**src/rtl/mcoi_pkg.sv**
```systemverilog
/*
 * shared definitions of the GEFE motor control application
 * link widths, interlock key and readback constants
 * motor control and status structs, the motor word union
 * states of the slow-control lane framer
 */
package mcoi_pkg;

   // --------------------
   // sizes
   // --------------------
   localparam int N_MOTORS = 16;
   localparam int MOTOR_IDX_W = $clog2(N_MOTORS);
   localparam int SC_WORD_W = 32;
   localparam int SC_CNT_W = $clog2(SC_WORD_W);
   // depth of the status synchronizer
   localparam int SYNC_STAGES = 3;

   // --------------------
   // link constants
   // --------------------
   // the controller closes the interlock by sending this word on lane 1
   localparam logic [31:0] GEFE_INTERLOCK = 32'h1f2e_3d4c;
   localparam logic [31:0] BUILD_NUMBER = 32'h0000_0117;
   localparam logic [3:0] PCB_REV = 4'h3;
   // filler for every page that has no meaning
   localparam logic [31:0] DEAD_WORD = 32'hdead_beef;

   // page codes are decoded on the low byte of the lane 0 word
   localparam logic [7:0] PAGE_LOOPBACK = 8'd0;
   localparam logic [7:0] PAGE_BUILD = 8'd1;
   localparam logic [7:0] PAGE_PCBREV = 8'd2;
   // page base+k returns the status of motor k
   localparam logic [7:0] PAGE_STATUS_BASE = 8'd16;

   // control bits of one motor, all ones deactivates the driver
   typedef struct packed {
      logic boost;
      logic dir;
      logic deactivate;
      logic stepout;
   } motor_ctrl_t;

   // status bits of one motor as returned to the controller
   typedef struct packed {
      logic       pfail;
      logic [1:0] sw;
      logic       overheat;
   } motor_stat_t;

   // the link carries the word raw, the pins take it per motor
   typedef union packed {
      logic [4*N_MOTORS-1:0]          raw;
      motor_ctrl_t [N_MOTORS-1:0]     motor;
   } motor_word_u;

   typedef enum logic [1:0] {
      IDLE,
      DATA,
      GAP
   } sc_state_t;

endpackage

```
**src/rtl/sc_frame_fsm.sv**
```systemverilog
/*
 * sc_bit_if, the handshake between lane framer, bit counter and shifters
 * sc_frame_fsm, frames one direction of a slow-control lane
 */
`timescale 1ns/1ns

interface sc_bit_if;
   logic count_clr;
   logic count_en;
   logic last;
   logic rx_shift;
   logic rx_done;
   logic tx_load;
   logic tx_shift;

   modport fsm (
      output count_clr, count_en, rx_shift, rx_done, tx_load, tx_shift,
      input  last
   );
   modport counter (
      input  count_clr, count_en,
      output last
   );
   modport datapath (
      input rx_shift, rx_done, tx_load, tx_shift
   );
endinterface

module sc_frame_fsm #(
   parameter bit tx_dir = 1'b0
) (
   input  logic  gbt_rx_clkrs,
   input  logic  rst_n_i,
   input  logic  rx_clken_i,
   input  logic  line_i,
   sc_bit_if.fsm bit_x
);

   mcoi_pkg::sc_state_t state_q;
   mcoi_pkg::sc_state_t state_d;
   logic start;
   logic in_data;

   // the transmitter opens a frame as soon as it is idle, the receiver
   // waits for the start bit on the line
   assign start = (state_q == mcoi_pkg::IDLE) && (tx_dir || line_i);
   assign in_data = (state_q == mcoi_pkg::DATA);

   always_comb begin
      state_d = state_q;
      case (state_q)
         mcoi_pkg::IDLE: begin
            if (start)
               state_d = mcoi_pkg::DATA;
         end
         mcoi_pkg::DATA: begin
            // bit 31 closes the data part of the frame
            if (bit_x.last)
               state_d = mcoi_pkg::GAP;
         end
         mcoi_pkg::GAP:
            state_d = mcoi_pkg::IDLE;
         default:
            state_d = mcoi_pkg::IDLE;
      endcase
   end

   // the state only moves on cycles that carry a bit
   always_ff @(posedge gbt_rx_clkrs) begin
      if (!rst_n_i)
         state_q <= mcoi_pkg::IDLE;
      else if (rx_clken_i)
         state_q <= state_d;
   end

   // the counter applies the clock enable itself
   assign bit_x.count_clr = start;
   assign bit_x.count_en = in_data;

   // shift strobes are only raised in the direction this framer serves
   assign bit_x.rx_shift = !tx_dir && in_data && rx_clken_i;
   assign bit_x.rx_done = !tx_dir && in_data && rx_clken_i && bit_x.last;
   assign bit_x.tx_load = tx_dir && start && rx_clken_i;
   assign bit_x.tx_shift = tx_dir && in_data && rx_clken_i;

endmodule

```
**src/rtl/sc_bit_counter.sv**
```systemverilog
/*
 * counter of the data bits of one slow-control frame
 */
`timescale 1ns/1ns

module sc_bit_counter (
   input  logic      gbt_rx_clkrs,
   input  logic      rst_n_i,
   input  logic      rx_clken_i,
   sc_bit_if.counter bit_x
);

   logic [mcoi_pkg::SC_CNT_W-1:0] count_q;

   // cleared at the start bit, advanced on each enabled data bit
   always_ff @(posedge gbt_rx_clkrs) begin
      if (!rst_n_i) begin
         count_q <= '0;
      end else if (rx_clken_i) begin
         if (bit_x.count_clr)
            count_q <= '0;
         else if (bit_x.count_en)
            count_q <= count_q + 1'b1;
      end
   end

   // bit 31 is the one where every count bit is set
   assign bit_x.last = &count_q;

endmodule

```
**src/rtl/serial_register.sv**
```systemverilog
/*
 * one slow-control lane of the link
 * receive framer, counter and shift register with word and newdata outputs
 * transmit framer, counter and shift register sending back-to-back frames
 */
`timescale 1ns/1ns

module serial_register (
   input  logic                           gbt_rx_clkrs,
   input  logic                           rst_n_i,
   input  logic                           rx_clken_i,
   input  logic                           rx_i,
   output logic                           tx_o,
   input  logic [mcoi_pkg::SC_WORD_W-1:0] tx_word_i,
   output logic [mcoi_pkg::SC_WORD_W-1:0] word_o,
   output logic                           newdata_o
);

   localparam int W = mcoi_pkg::SC_WORD_W;

   logic [W-1:0] rx_sh_q;
   logic [W-1:0] tx_sh_q;

   sc_bit_if rx_x ();
   sc_bit_if tx_x ();

   // --------------------
   // receive direction
   // --------------------
   sc_frame_fsm #(.tx_dir(1'b0)) i_rx_fsm (
      .gbt_rx_clkrs, .rst_n_i, .rx_clken_i,
      .line_i(rx_i),
      .bit_x(rx_x.fsm)
   );

   sc_bit_counter i_rx_cnt (.gbt_rx_clkrs, .rst_n_i, .rx_clken_i, .bit_x(rx_x.counter));

   // bits arrive MSB first
   always_ff @(posedge gbt_rx_clkrs) begin
      if (rx_x.rx_shift)
         rx_sh_q <= {rx_sh_q[W-2:0], rx_i};
   end

   // the word is published together with its last bit, newdata is one cycle wide
   always_ff @(posedge gbt_rx_clkrs) begin
      if (!rst_n_i) begin
         word_o <= '0;
         newdata_o <= 1'b0;
      end else begin
         newdata_o <= rx_x.rx_done;
         if (rx_x.rx_done)
            word_o <= {rx_sh_q[W-2:0], rx_i};
      end
   end

   // --------------------
   // transmit direction
   // --------------------
   // this framer has no line to watch
   sc_frame_fsm #(.tx_dir(1'b1)) i_tx_fsm (
      .gbt_rx_clkrs, .rst_n_i, .rx_clken_i,
      .line_i(1'b0),
      .bit_x(tx_x.fsm)
   );

   sc_bit_counter i_tx_cnt (.gbt_rx_clkrs, .rst_n_i, .rx_clken_i, .bit_x(tx_x.counter));

   // the outgoing word is sampled at every start bit
   always_ff @(posedge gbt_rx_clkrs) begin
      if (tx_x.tx_load)
         tx_sh_q <= tx_word_i;
      else if (tx_x.tx_shift)
         tx_sh_q <= {tx_sh_q[W-2:0], 1'b0};
   end

   // start bit is 1, then the data, then a 0 on the gap bit
   always_ff @(posedge gbt_rx_clkrs) begin
      if (!rst_n_i)
         tx_o <= 1'b0;
      else if (rx_clken_i)
         tx_o <= tx_x.tx_load ? 1'b1 : (tx_x.tx_shift ? tx_sh_q[W-1] : 1'b0);
   end

   // a frame never holds more than 32 data bits in either direction
   a_rx_frame_len : assert property (@(posedge gbt_rx_clkrs) disable iff (!rst_n_i)
      rx_x.rx_shift && rx_x.last |=> i_rx_fsm.state_q == mcoi_pkg::GAP);
   a_tx_frame_len : assert property (@(posedge gbt_rx_clkrs) disable iff (!rst_n_i)
      tx_x.tx_shift && tx_x.last |=> i_tx_fsm.state_q == mcoi_pkg::GAP);

endmodule

```
**src/rtl/motor_interlock.sv**
```systemverilog
/*
 * interlock gate of the motor control word
 * controls pass only while lane 1 carries the interlock key
 */
`timescale 1ns/1ns

module motor_interlock (
   input  logic                  gbt_rx_clkrs,
   input  logic                  rst_n_i,
   input  mcoi_pkg::motor_word_u motor_data_i,
   input  logic [31:0]           feedback_i,
   output mcoi_pkg::motor_word_u ctrl_o
);

   logic closed;

   // the loop is closed only when the controller returns the key
   assign closed = (feedback_i == mcoi_pkg::GEFE_INTERLOCK);

   // all ones sets deactivate on every motor, so drivers stay off
   // until the link is up and the key is seen
   always_ff @(posedge gbt_rx_clkrs) begin
      if (!rst_n_i)
         ctrl_o <= '1;
      else if (closed)
         ctrl_o.raw <= motor_data_i.raw;
      else
         ctrl_o <= '1;
   end

   // an open interlock parks every driver on the next cycle
   a_open_parks : assert property (@(posedge gbt_rx_clkrs) disable iff (!rst_n_i)
      !closed |=> ctrl_o.raw == '1);

endmodule

```
**src/rtl/status_sync.sv**
```systemverilog
/*
 * motor status capture
 * inverts the active-low pins and synchronizes them over three flop stages
 */
`timescale 1ns/1ns

module status_sync (
   input  logic                                            gbt_rx_clkrs,
   input  logic                                            rst_n_i,
   input  logic [mcoi_pkg::N_MOTORS-1:0]                   pfail_n_i,
   input  logic [mcoi_pkg::N_MOTORS-1:0]                   sw_a_n_i,
   input  logic [mcoi_pkg::N_MOTORS-1:0]                   sw_b_n_i,
   output mcoi_pkg::motor_stat_t [mcoi_pkg::N_MOTORS-1:0]  status_o
);

   mcoi_pkg::motor_stat_t [mcoi_pkg::N_MOTORS-1:0] stat_in;
   mcoi_pkg::motor_stat_t [mcoi_pkg::N_MOTORS-1:0] stage_q [mcoi_pkg::SYNC_STAGES];

   // pins are active low, switch a goes to sw bit 0
   always_comb begin
      for (int k = 0; k < mcoi_pkg::N_MOTORS; k++) begin
         stat_in[k].pfail = !pfail_n_i[k];
         stat_in[k].sw = {!sw_b_n_i[k], !sw_a_n_i[k]};
         // no overheat sensing on this board
         stat_in[k].overheat = 1'b0;
      end
   end

   always_ff @(posedge gbt_rx_clkrs) begin
      if (!rst_n_i) begin
         for (int s = 0; s < mcoi_pkg::SYNC_STAGES; s++)
            stage_q[s] <= '0;
      end else begin
         stage_q[0] <= stat_in;
         for (int s = 1; s < mcoi_pkg::SYNC_STAGES; s++)
            stage_q[s] <= stage_q[s-1];
      end
   end

   assign status_o = stage_q[mcoi_pkg::SYNC_STAGES-1];

endmodule

```
**src/rtl/readback_mux.sv**
```systemverilog
/*
 * lane 0 readback
 * loopback register and the page-selected reply word
 */
`timescale 1ns/1ns

module readback_mux (
   input  logic                                           gbt_rx_clkrs,
   input  logic                                           rst_n_i,
   input  logic                                           rx_clken_i,
   input  logic [31:0]                                    page_i,
   input  logic                                           page_new_i,
   input  mcoi_pkg::motor_stat_t [mcoi_pkg::N_MOTORS-1:0] status_i,
   output logic [31:0]                                    word_o
);

   logic [31:0] loopback_q;
   logic [7:0] stat_idx;

   // pages below the status base wrap to large values and fall outside
   assign stat_idx = page_i[7:0] - mcoi_pkg::PAGE_STATUS_BASE;

   // the controller sees bit 31 of its own page word come back
   always_ff @(posedge gbt_rx_clkrs) begin
      if (!rst_n_i)
         loopback_q <= 32'd1;
      else if (page_new_i)
         loopback_q <= {page_i[31], 30'b0, 1'b1};
   end

   always_ff @(posedge gbt_rx_clkrs) begin
      if (!rst_n_i) begin
         word_o <= '0;
      end else if (rx_clken_i) begin
         word_o <= '0;
         case (page_i[7:0])
            mcoi_pkg::PAGE_LOOPBACK:
               word_o <= loopback_q;
            mcoi_pkg::PAGE_BUILD:
               word_o <= mcoi_pkg::BUILD_NUMBER;
            mcoi_pkg::PAGE_PCBREV:
               word_o[$bits(mcoi_pkg::PCB_REV)-1:0] <= mcoi_pkg::PCB_REV;
            default: begin
               // status of motor k, zero extended
               if (stat_idx < 8'(mcoi_pkg::N_MOTORS))
                  word_o[$bits(mcoi_pkg::motor_stat_t)-1:0] <=
                     status_i[stat_idx[mcoi_pkg::MOTOR_IDX_W-1:0]];
               else
                  word_o <= mcoi_pkg::DEAD_WORD;
            end
         endcase
      end
   end

endmodule

```
**src/rtl/mcoi_gefe_app.sv**
```systemverilog
/*
 * GEFE application of the stepper motor link, sixteen motors on one fiber
 * lane 0 page readback, lane 1 interlock echo
 * interlock gate to the driver pins, synchronized statuses back to the link
 */
`timescale 1ns/1ns

module mcoi_gefe_app (
   input  logic                          gbt_rx_clkrs,
   input  logic                          rst_n_i,
   input  logic                          rx_clken_i,
   input  logic [63:0]                   motor_data_i,
   input  logic [1:0]                    sc_rx_i,
   output logic [1:0]                    sc_tx_o,
   output logic [mcoi_pkg::N_MOTORS-1:0] pl_boost_o,
   output logic [mcoi_pkg::N_MOTORS-1:0] pl_dir_o,
   output logic [mcoi_pkg::N_MOTORS-1:0] pl_en_o,
   output logic [mcoi_pkg::N_MOTORS-1:0] pl_clk_o,
   input  logic [mcoi_pkg::N_MOTORS-1:0] pl_pfail_n_i,
   input  logic [mcoi_pkg::N_MOTORS-1:0] pl_sw_outa_n_i,
   input  logic [mcoi_pkg::N_MOTORS-1:0] pl_sw_outb_n_i,
   output logic [63:0]                   status_data_o
);

   logic [31:0] page_w;
   logic        page_new;
   logic [31:0] fb_word;
   logic        fb_new;
   logic [31:0] fb_echo_q;
   logic [31:0] mux_word;

   mcoi_pkg::motor_word_u motor_in;
   mcoi_pkg::motor_word_u motor_ctrl;
   mcoi_pkg::motor_stat_t [mcoi_pkg::N_MOTORS-1:0] motor_stat;

   // --------------------
   // slow control lanes
   // --------------------
   // lane 0 receives the page selector and answers with the readback word
   serial_register i_lane_page (
      .gbt_rx_clkrs, .rst_n_i, .rx_clken_i,
      .rx_i(sc_rx_i[0]),
      .tx_o(sc_tx_o[0]),
      .tx_word_i(mux_word),
      .word_o(page_w),
      .newdata_o(page_new)
   );

   // lane 1 receives the interlock word and returns it to the controller
   serial_register i_lane_feedback (
      .gbt_rx_clkrs, .rst_n_i, .rx_clken_i,
      .rx_i(sc_rx_i[1]),
      .tx_o(sc_tx_o[1]),
      .tx_word_i(fb_echo_q),
      .word_o(fb_word),
      .newdata_o(fb_new)
   );

   // echo register, trails the received feedback word by one cycle
   always_ff @(posedge gbt_rx_clkrs) begin
      if (!rst_n_i)
         fb_echo_q <= '0;
      else if (fb_new)
         fb_echo_q <= fb_word;
   end

   // --------------------
   // motor controls
   // --------------------
   assign motor_in.raw = motor_data_i;

   motor_interlock i_interlock (
      .gbt_rx_clkrs, .rst_n_i,
      .motor_data_i(motor_in),
      .feedback_i(fb_word),
      .ctrl_o(motor_ctrl)
   );

   // each field of the gated word goes to its own pin
   for (genvar k = 0; k < mcoi_pkg::N_MOTORS; k++) begin : g_pins
      assign pl_boost_o[k] = motor_ctrl.motor[k].boost;
      assign pl_dir_o[k] = motor_ctrl.motor[k].dir;
      assign pl_en_o[k] = motor_ctrl.motor[k].deactivate;
      assign pl_clk_o[k] = motor_ctrl.motor[k].stepout;
   end

   // --------------------
   // statuses and readback
   // --------------------
   status_sync i_status_sync (
      .gbt_rx_clkrs, .rst_n_i,
      .pfail_n_i(pl_pfail_n_i),
      .sw_a_n_i(pl_sw_outa_n_i),
      .sw_b_n_i(pl_sw_outb_n_i),
      .status_o(motor_stat)
   );

   // statuses go back on the link in the motor word slot
   assign status_data_o = motor_stat;

   readback_mux i_readback_mux (
      .gbt_rx_clkrs, .rst_n_i, .rx_clken_i,
      .page_i(page_w),
      .page_new_i(page_new),
      .status_i(motor_stat),
      .word_o(mux_word)
   );

endmodule

```
**config.mk**
```make
export PLATFORM = sky130hd
export DESIGN_NAME = mcoi_gefe_app
export DESIGN_NICKNAME = d
export VERILOG_FILES = /design/src/rtl/mcoi_pkg.sv /design/src/rtl/sc_frame_fsm.sv /design/src/rtl/sc_bit_counter.sv /design/src/rtl/serial_register.sv /design/src/rtl/motor_interlock.sv /design/src/rtl/status_sync.sv /design/src/rtl/readback_mux.sv /design/src/rtl/mcoi_gefe_app.sv
export SDC_FILE = /design/constraint.sdc
export NUM_CORES = 1
export LEC_CHECK = 0
export BUFFER_PORTS_ARGS = -buffer_cell sky130_fd_sc_hd__buf_2
export CAP_MARGIN = 20
export CORE_UTILIZATION = 55
export CTS_BUF_LIST = sky130_fd_sc_hd__clkbuf_8
export DETAILED_ROUTE_END_ITERATION = 8
export GPL_TIMING_DRIVEN = 0
export PLACE_DENSITY = 0.78
export SYNTH_ARGS = -nofsm -noshare
export SYNTH_HDL_FRONTEND = slang
export SYNTH_SLANG_ARGS = --single-unit
```
**constraint.sdc**
```tcl
create_clock -name gbt_rx_clkrs -period 3.33 [get_ports gbt_rx_clkrs]
set_input_delay 0.999 -clock gbt_rx_clkrs [delete_from_list [all_inputs] [get_ports gbt_rx_clkrs]]
set_output_delay 0.999 -clock gbt_rx_clkrs [all_outputs]
set_load 0.02 [all_outputs]
```
Word-level counts from Yosys, hierarchy flattened
Memory sizes are Yosys's and may differ from the RTL's.
Cells that the tools add are included.
{ "totals": {"regBits": 351, "ram_bits": 192, "inputBits": 117, "mem_count": 1} }
{ "mem_list": {"columns": ["name", "depth", "word_bits", "rd", "rd_ports_with_merged_regs", "wr", "line_no", "source"], "rows": [
  ["i_status_sync.stage_q", 3, 64, 3, 0, 3, "status_sync.sv:17", "mcoi_pkg::motor_stat_t [mcoi_pkg::N_MOTORS-1:0] stage_q [mcoi_pkg::SYNC_STAGES];"]
]} }
{ "classes": {"add_sub_neg": 5, "order_cmp": 2, "eq_ne": 13, "mux": 37, "bitwise": 3, "reduce_logical": 82} }
{ "op_table": {"columns": ["op", "count"], "rows": [
  ["$mux 64", 3],
  ["$mux 32", 4],
  ["$pmux 28 s3", 1],
  ["$logic_not 1->1", 48],
  ["$mux 5", 8],
  ["$eq 32x29->1 const B", 1],
  ["$mux 28", 1],
  ["$add 5x1->5 const B", 4],
  ["$reduce_and 5->1", 4],
  ["$bmux 4 s4", 1],
  ["$pmux 2 s2", 4],
  ["$reduce_and 2->1", 7],
  ["$mux 2", 6],
  ["$pmux 4 s3", 1],
  ["$reduce_bool 2->1", 6],
  ["$logic_and 1x1->1", 10],
  ["$eq 2x1->1 const B", 4],
  ["$eq 8x1->1 const B", 1],
  ["$eq 8x2->1 const B", 1],
  ["$logic_not 2->1", 4],
  ["$logic_not 8->1", 1],
  ["$lt 8x5->1 const B", 1],
  ["$mux 4", 2],
  ["$ne 2x1->1 const B", 4],
  ["6 further kinds", 15]
]} }

Longest topological paths before layout
Gate-level depths: netlist of run 1.
{ "depth": {"ltp_word": 5, "mapped_depth": 8, "ltp_nobuf": 7} }

By module
From an unflattened synthesis of run 1, not the netlist that was laid out.
{ "hier_totals": {"cells_unflattened": 1323, "hier_area_um2": 17855.9} }
{ "modules_own_cells": {"columns": ["module", "n_inst", "cells_per_inst", "area_per_inst_um2"], "rows": [
  ["serial_register", 2, 210, 3716.1],
  ["status_sync", 1, 368, 4440.5],
  ["motor_interlock", 1, 158, 2074.5],
  ["mcoi_gefe_app", 1, 103, 1243.7],
  ["readback_mux", 1, 108, 1101.1],
  ["sc_bit_counter", 4, 26, 255.2],
  ["sc_frame_fsm (i_lane_feedback.i_rx_fsm ...)", 2, 16, 142.6],
  ["sc_frame_fsm (i_lane_feedback.i_tx_fsm ...)", 2, 15, 128.9]
]} }

Worst setup path after synthesis of run 1
OpenSTA, ideal clock, no wires.
{ "synth_path": {"path_type": "input to register", "start": "input port rx_clken_i", "end": "register i_lane_feedback.word_o[10] (netlist name)", "setup_time_ps": 76, "arrival_time_ps": 2888, "t_required_ps": 3254, "setup_slack_ps": 367, "cell_stages": 7, "path_buffers": 3, "cell_sequence": "and3b_1 -> clkbuf_1 -> and2_1 -> clkbuf_1 -> buf_2 -> nand2_1 -> a21boi_0"} }
{ "synth_between": {"elab_chain_cells": 2} }
{ "synth_lines": {"columns": ["item", "line_no", "source"], "rows": [
  ["start, declared", "mcoi_gefe_app.sv:11", "input logic rx_clken_i,"],
  ["$logic_and 1x1->1", null, null],
  ["net i_lane_feedback.i_rx_fsm.bit_x.rx_shift", "sc_frame_fsm.sv:17", "output count_clr, count_en, rx_shift, rx_done, tx_load, tx_shift,"],
  ["$logic_and 1x1->1", "sc_frame_fsm.sv:82", "assign bit_x.rx_done = !tx_dir && in_data && rx_clken_i && bit_x.last;"],
  ["end signal, assigned", "serial_register.sv:52", "word_o <= {rx_sh_q[W-2:0], rx_i};"],
  ["end, declared", "serial_register.sv:15", "output logic [mcoi_pkg::SC_WORD_W-1:0] word_o,"]
]} }
The timed path passes the listed nets, and every way through them passes these cells.
A chain may end at the register's enable or synchronous reset.

Final worst setup path of run 1
{ "layout_path": {"start": "input port rx_clken_i", "end": "register i_lane_feedback.i_tx_fsm.state_q[1]"} }
{ "layout_between": {"elab_chain_cells": 1} }
{ "layout_lines": {"columns": ["item", "line_no", "source"], "rows": [
  ["$reduce_and 2->1 (no source line)", null, null],
  ["end signal, assigned", "sc_frame_fsm.sv:71", "state_q <= mcoi_pkg::IDLE;"],
  ["end signal, assigned", "sc_frame_fsm.sv:73", "state_q <= state_d;"],
  ["end, declared", "sc_frame_fsm.sv:39", "mcoi_pkg::sc_state_t state_q;"]
]} }
Every way passes these cells.

==> results of run 1 <==
## worst max-delay path, cell delays in order
cell and delay (ns):
buf_2 0.14, clkbuf_1 0.38, nand2b_1 0.15, clkbuf_1 0.24
inv_1 0.66, buf_16 0.24, nand3_1 0.10, a21boi_0 0.17
## worst paths after layout
path                                         endpoint                                 from  cells past startpoint  slack (ns)
setup / recovery  i_lane_feedback.i_tx_fsm.state_q[1]                           rx_clken_i                      8        0.77
hold / removal                i_lane_page.rx_sh_q[24]              i_lane_page.rx_sh_q[23]                      0        0.42
setup reg to reg           i_lane_feedback.word_o[30]  i_lane_feedback.i_rx_fsm.state_q[1]                      6        0.96
hold reg to reg               i_lane_page.rx_sh_q[24]              i_lane_page.rx_sh_q[23]                      0        0.42
## cells in the final DEF (no fill, tap or decap), types with 3 or more instances in the layout
cell type / n
clkbuf_2: 4
a31oi_1: 3
mux4_2: 11
nor3_1: 3
clkbuf_8: 87
nand2_1: 122
inv_1: 31
inv_8: 3
clkinv_2: 7
a21o_1: 19
and2_1: 113
nand3b_1: 3
dfxtp_1: 321
conb_1: 16
o21ai_0: 11
a22oi_1: 9
nor4bb_1: 3
nor2_1: 5
buf_4: 66
nand3_1: 12
nand2b_1: 67
and3_1: 7
mux2i_1: 41
nand4_1: 3
edfxtp_1: 126
nor2b_1: 102
buf_2: 250
a21oi_1: 9
a21boi_0: 56
clkbuf_1: 44
ha_1: 8
and3b_1: 5
nor3b_1: 6
mux2_2: 36
## synthesized netlist by cell type (all sizes together) (2+ instances only)
master | instances | area, um^2
mux2i | 41 | 410
or3 | 2 | 12.5
nand3 | 12 | 60.1
a21oi | 9 | 45.0
mux2 | 36 | 405
dfxtp | 321 | 6430
and3 | 7 | 43.8
and3b | 5 | 43.8
ha | 8 | 100
inv | 6 | 22.5
nand3b | 3 | 22.5
nor3b | 6 | 45.0
nor4bb | 3 | 30.0
buf | 88 | 604
nor2b | 102 | 638
nand2 | 122 | 458
mux4 | 11 | 248
nand2b | 67 | 419
nand4b | 2 | 17.5
edfxtp | 126 | 3780
nor4b | 2 | 17.5
nor4 | 2 | 27.5
a31oi | 3 | 18.8
clkbuf | 47 | 178
a21boi | 56 | 420
o21ai | 11 | 55.1
a211oi | 2 | 15.0
a21o | 19 | 143
nor3 | 3 | 15.0
a22oi | 9 | 67.6
and2 | 113 | 707
nand4 | 3 | 18.8
nor2 | 5 | 18.8
## final cells by class
cell class | count | area share, %
Sequential cell | 447 | 54.5
Multi-Input combinational cell | 687 | 24.8
Clock inverter | 40 | 1.03
Timing Repair Buffer | 232 | 6.44
Tap cell | 378 | 2.52
Inverter | 6 | 0.120
Clock buffer | 87 | 6.39
Buffer | 135 | 4.19
## state kept, by name (all words and copies together), names as in the netlist, 31 cells and up
register                 cells
i_lane_page.tx_sh_q         32
i_lane_feedback.tx_sh_q     32
i_interlock.ctrl_o          64
i_lane_page.rx_sh_q         31
i_lane_feedback.rx_sh_q     31
i_lane_feedback.word_o      32
fb_echo_q                   32
i_status_sync.stage_q      144
## metrics by stage
step                hold WS [ns]  cell area, um^2  utilization [%]
floorplan                  0.400            15700                -
global placement           0.405            17300             62.0
detailed placement         0.408            17300             62.3
CTS                        0.411            18700             67.2
global route               0.418            18700             67.3
finish                     0.415            18700             67.3
## logic make-up after synthesis
group,Yosys count
AOI/OAI and AO/OA,114
DFF,447
buffers and inverters,141
other,1
and+or+nand+nor,461
muxes,88
adders and majority gates,8
## power breakdown
group	internal (uW)	total (uW)	switching, uW
Combinational	229	465	235
Sequential	5760	5810	51.3
Clock	2380	4460	2090
## metal layers
| layer | up-vias | share of wire, % | GRT usage [%] |
|---|---|---|---|
| met4 | 0 | 2.0 | 7.48 |
| li1 | 4786 | - | - |
| met5 | - | 0 | 0 |
| met2 | 285 | 47 | 33.5 |
| met3 | 48 | 5.7 | 4.67 |
| met1 | 4514 | 45 | 26.3 |
==> results.json, run 1 <==
{
  "finalSetupViolCount": 0,
  "fmax_mhz": 391,
  "yosys.area_share.simple_pct": 16.8,
  "core_area_mm2": 0.0279,
  "average_wire_per_cell_in_the_routed_design_um": 14.8,
  "synth_xor_xnor_area_share_pct": 0,
  "end_kind": "flop",
  "number_of_gates_resized_after_cts": 0,
  "numCtsBuffers": 69,
  "number_of_vias_in_the_routed_layout": 9633,
  "clock_skew_ns": 0.0228,
  "final-seq-area_mm2": 0.0102,
  "period_utilisation_layout_pct": 76.9,
  "grt_first_pass_wirelength_mm": 46.3,
  "synth_top_flop_cell": "dfxtp_1",
  "total_power_uw": 10700,
  "synth.mux.area_fraction_pct": 6.81,
  "antenna-diode-count": 0,
  "ctsHtreeMaxLevel": 3,
  "crit_required_ns": 3.85,
  "total_gr_overflow": 0,
  "layout.nets": 1703,
  "start_util_pct": 56.0,
  "drt_iter0_markers": 468,
  "row_count": 61,
  "drcViolationCount": 0,
  "timing.hold.worst.class": "reg2reg",
  "multi_input_comb_area_mm2": 0.00465,
  "synth.distinct_cells": 45,
  "placedCellCount": 1884,
  "synth.yosys.warnings": 0,
  "cts_sinks": 447,
  "dieArea_mm2": 0.0291,
  "timing.final.crit_period_ns": 2.56,
  "first_pass_iters": 5,
  "maxCapViolations": 0,
  "place_ws_ns": 0.129,
  "synth-async-reset-ratio_pct": 0,
  "route.detailed.vias_per_inst": 4.79,
  "max_slew_headroom_at_the_worst_pin_pct": 39.4,
  "route.antenna.remaining_nets": 0,
  "report.final.hold_viol_count": 0,
  "dp_hpwl_mm": 20.3,
  "synth-seq-cells": 447,
  "synth_area_per_cell_um2": 12.4,
  "worst_slack_ns": 0.770,
  "grt_use_total_pct": 20.4,
  "outcome": "finished, final reports clean",
  "tritoncts": "done",
  "unrepaired_setup_endpoints_after_global_routing": "false",
  "synth_sequential_area_ratio_pct": 65.4,
  "synth_compound_area_share_pct": 5.19,
  "post_layout_nonfiller_instances": 2012,
  "cp.arrival_ns": 3.08,
  "die_x_um": 170,
  "irDropWorstVdd_mv": 0.356,
  "synth_edf_count": 126,
  "power_density_mw_per_mm2": 573,
  "io_pins": 247,
  "p_leak_uw": 0.00768,
  "synth-adder-area-share_pct": 0.641,
  "nFillCells": 2023,
  "cp-start-kind": "input pin",
  "routabilityCongestion": 0.819,
  "clkTransAtPathRegs_ns": 0.07,
  "cts_hold_buffers": 0,
  "clock-root-buffer": "clkbuf_8",
  "port-buffer-count": 229,
  "insertion_delay_ns": 0.59,
  "grt_start_max_net_pins": 38,
  "total_neg_setup_slack_ns": 0,
  "timing.critical_path.fanout_max": 18,
  "synth_top_family_by_area": "simple AND/OR/NAND/NOR gates",
  "timing_worst_setup_path_type": "in2reg",
  "drt-total-wl_mm": 29.7,
  "clock_tree.buffer_depth": 3,
  "synth.cell_area_mm2": 0.0156,
  "die_h_um": 170,
  "final_layout_size_suffix_gt1_share_pct": 28.8,
  "timing_worst_slew_pin_value_ns": 0.909,
  "antenna_found_initial": 0,
  "slew_viol_final": 0,
  "grt_pass1_vias": 9296,
  "post_cts.repair.setup_buffers": 0,
  "synthToLayoutAreaGrowth_pct": 20.0,
  "synthesis.instances": 1260
}
Power figures use the tool's default switching activity.
==> inputs of run 2 (changes only) <==
==> constraint.sdc (replaced) <==
create_clock -name gbt_rx_clkrs -period 2.4 [get_ports gbt_rx_clkrs]
set_input_delay 0.72 -clock gbt_rx_clkrs [delete_from_list [all_inputs] [get_ports gbt_rx_clkrs]]
set_output_delay 0.72 -clock gbt_rx_clkrs [all_outputs]
set_load 0.02 [all_outputs]
==> results.json, run 2 (same netlist as run 1, synthesis figures left out) <==
{
  "p_leak_uw": 0.00765,
  "top_register": "i_status_sync.stage_q",
  "slew_viol_final": 0,
  "largest_reg_flops": 144,
  "core_area_mm2": 0.0279,
  "cts_hold_buffers": 0,
  "clock_skew_ns": 0.0249,
  "max_slew_headroom_at_the_worst_pin_pct": 45.0,
  "mostFrequentLayoutCell": "dfxtp_1",
  "clock-root-buffer": "clkbuf_8",
  "timing_worst_slew_pin_value_ns": 0.825,
  "route.antenna.remaining_nets": 0,
  "timing_worst_setup_path_type": "in2reg",
  "mostFrequentLayoutCells": "dfxtp_1, buf_2, edfxtp_1",
  "finalSetupViolCount": 0,
  "end_kind": "flop",
  "r2r_end": "i_lane_feedback.word_o[11]",
  "number_of_vias_in_the_routed_layout": 9693,
  "dieArea_mm2": 0.0291,
  "total_neg_setup_slack_ns": 0,
  "dp_hpwl_mm": 20.4,
  "antenna_found_initial": 1,
  "post_layout_nonfiller_instances": 2012,
  "fin_worst_hold_slack_ns": 0.282,
  "final_layout_size_suffix_gt1_share_pct": 28.8,
  "cp-start-kind": "input pin",
  "maxCapViolations": 0,
  "outcome": "finished, final reports clean",
  "nFillCells": 2069,
  "drt_iter0_markers": 514,
  "irDropWorstVdd_mv": 0.457,
  "period_utilisation_layout_pct": 94.7,
  "die_x_um": 170,
  "power_density_mw_per_mm2": 791,
  "regToRegStartpoint": "i_lane_feedback.i_rx_fsm.state_q[1]",
  "dpl-instance-area_mm2": 0.0173,
  "port-buffer-count": 229,
  "timing.final.crit_period_ns": 2.27,
  "clock_tree.buffer_depth": 3,
  "first_pass_iters": 5,
  "critPathMostFrequentCell": "buf_2",
  "timing.critical_path.fanout_max": 10,
  "row_count": 61,
  "io_pins": 247,
  "path_delay_family": "buffers and inverters",
  "cp.arrival_ns": 2.58,
  "die_h_um": 170,
  "grt_pass1_vias": 9410,
  "grt_first_pass_wirelength_mm": 47.5,
  "crit_required_ns": 2.71,
  "postLayoutCellArea_mm2": 0.0187,
  "timing.critical_path.from": "rx_clken_i",
  "clkTransAtPathRegs_ns": 0.06,
  "rr_worst_depth": 6,
  "average_wire_per_cell_in_the_routed_design_um": 14.9,
  "worstPathBufferInverterCount": 3,
  "start_util_pct": 56.0,
  "crit_path_cell_trace": "buf_2 > clkbuf_1 > nand2b_1 > nor2_1 > buf_2 > mux2_2",
  "cts_sinks": 447,
  "ctsHtreeMaxLevel": 3,
  "placedCellCount": 1883,
  "drcViolationCount": 0,
  "total_gr_overflow": 0,
  "unrepaired_setup_endpoints_after_global_routing": "false",
  "drt-total-wl_mm": 29.9,
  "endpoint": "i_lane_feedback.tx_sh_q[6]",
  "timing.critical_path.slowest_stage_cell": "nor2_1",
  "multi_input_comb_area_mm2": 0.00465,
  "timing.hold.worst.class": "in2reg",
  "synthToLayoutAreaGrowth_pct": 20.1,
  "tritoncts": "done",
  "insertion_delay_ns": 0.58,
  "route.detailed.vias_per_inst": 4.82,
  "report.final.hold_viol_count": 0,
  "final-seq-area_mm2": 0.0102,
  "cp_slowest_stage_delay_ns": 0.43,
  "largestRegisters": "i_status_sync.stage_q x144, i_interlock.ctrl_o x64",
  "setup.reg_to_reg.worst_slack_ns": 0.28,
  "path_depth": 6,
  "numCtsBuffers": 70,
  "fmax_mhz": 440,
  "layout.nets": 1706,
  "grt_start_max_net_pins": 38,
  "routabilityCongestion": 0.845,
  "grt_use_total_pct": 20.9
}
-- run 2: cell types whose count changed in the layout (fill, tap and decap cells not counted), moves of 2 or more --
| cell | delta |
|---|---|
| clkbuf_2 | -2 |
| clkbuf_4 | +2 |
| clkinv_2 | -4 |
| clkinvlp_4 | +2 |
| clkinv_1 | +3 |
| inv_1 | -4 |
-- run 2: worst min-delay path by stage --
stage	startpoint	to	slack (ns)	cells after the start
6_report	pl_sw_outa_n_i[8]	i_status_sync.stage_q[0][33]	0.28	2
3_3_place_gp	i_lane_page.rx_sh_q[15]	i_lane_page.rx_sh_q[16]	0.40	0
5_1_grt	pl_sw_outa_n_i[10]	i_status_sync.stage_q[0][41]	0.26	2
2_1_floorplan	i_lane_page.rx_sh_q[9]	i_lane_page.rx_sh_q[10]	0.40	0
3_5_place_dp	i_lane_page.rx_sh_q[11]	i_lane_page.rx_sh_q[12]	0.41	0
4_1_cts	pl_sw_outa_n_i[8]	i_status_sync.stage_q[0][33]	0.24	2
-- run 2: what timing repair did --
item                       in CTS  in global routing
buffers inserted                0                  2
pin swaps                       0                  1
gates resized for setup         0                  5
gates cloned                    1                  0
setup endpoints to repair      14                 61
-- run 2: layout make-up --
class | count | share of cell area [%]
timing repair buffer | 233 | 6.44
antenna | 1 | 0.0134
inverter | 6 | 0.160
tap | 378 | 2.52
buffer | 135 | 4.21
sequential | 447 | 54.5
clock inverter | 37 | 0.935
multi-input combinational | 687 | 24.8
clock buffer | 87 | 6.39
timing repair inverter | 1 | 0.0267
-- run 2: routing by layer --
| layer | global-route usage, % | up-vias | part of all wire [%] |
|---|---|---|---|
| li1 | - | 4802 | - |
| met1 | 27.7 | 4589 | 46 |
| met2 | 33.9 | 265 | 48 |
| met3 | 4.23 | 37 | 5.1 |
| met4 | 7.56 | 0 | 1.7 |
| met5 | 0 | - | 0 |
-- run 2: stage by stage --
step	setup slack [ns]	total power (uW)	util, %
2_1_floorplan	0.0772	8620	-
3_3_place_gp	-0.738	8840	62.1
3_5_place_dp	-0.508	8860	62.2
4_1_cts	0.000379	15000	67.1
5_1_grt	0.0675	15400	67.3
6_report	0.127	14800	67.3
-- run 2: where the power goes --
part	switching [uW]	internal (uW)
Sequential	72.5	7990
Clock	2830	3290
Combinational	328	316
Total	3230	11600
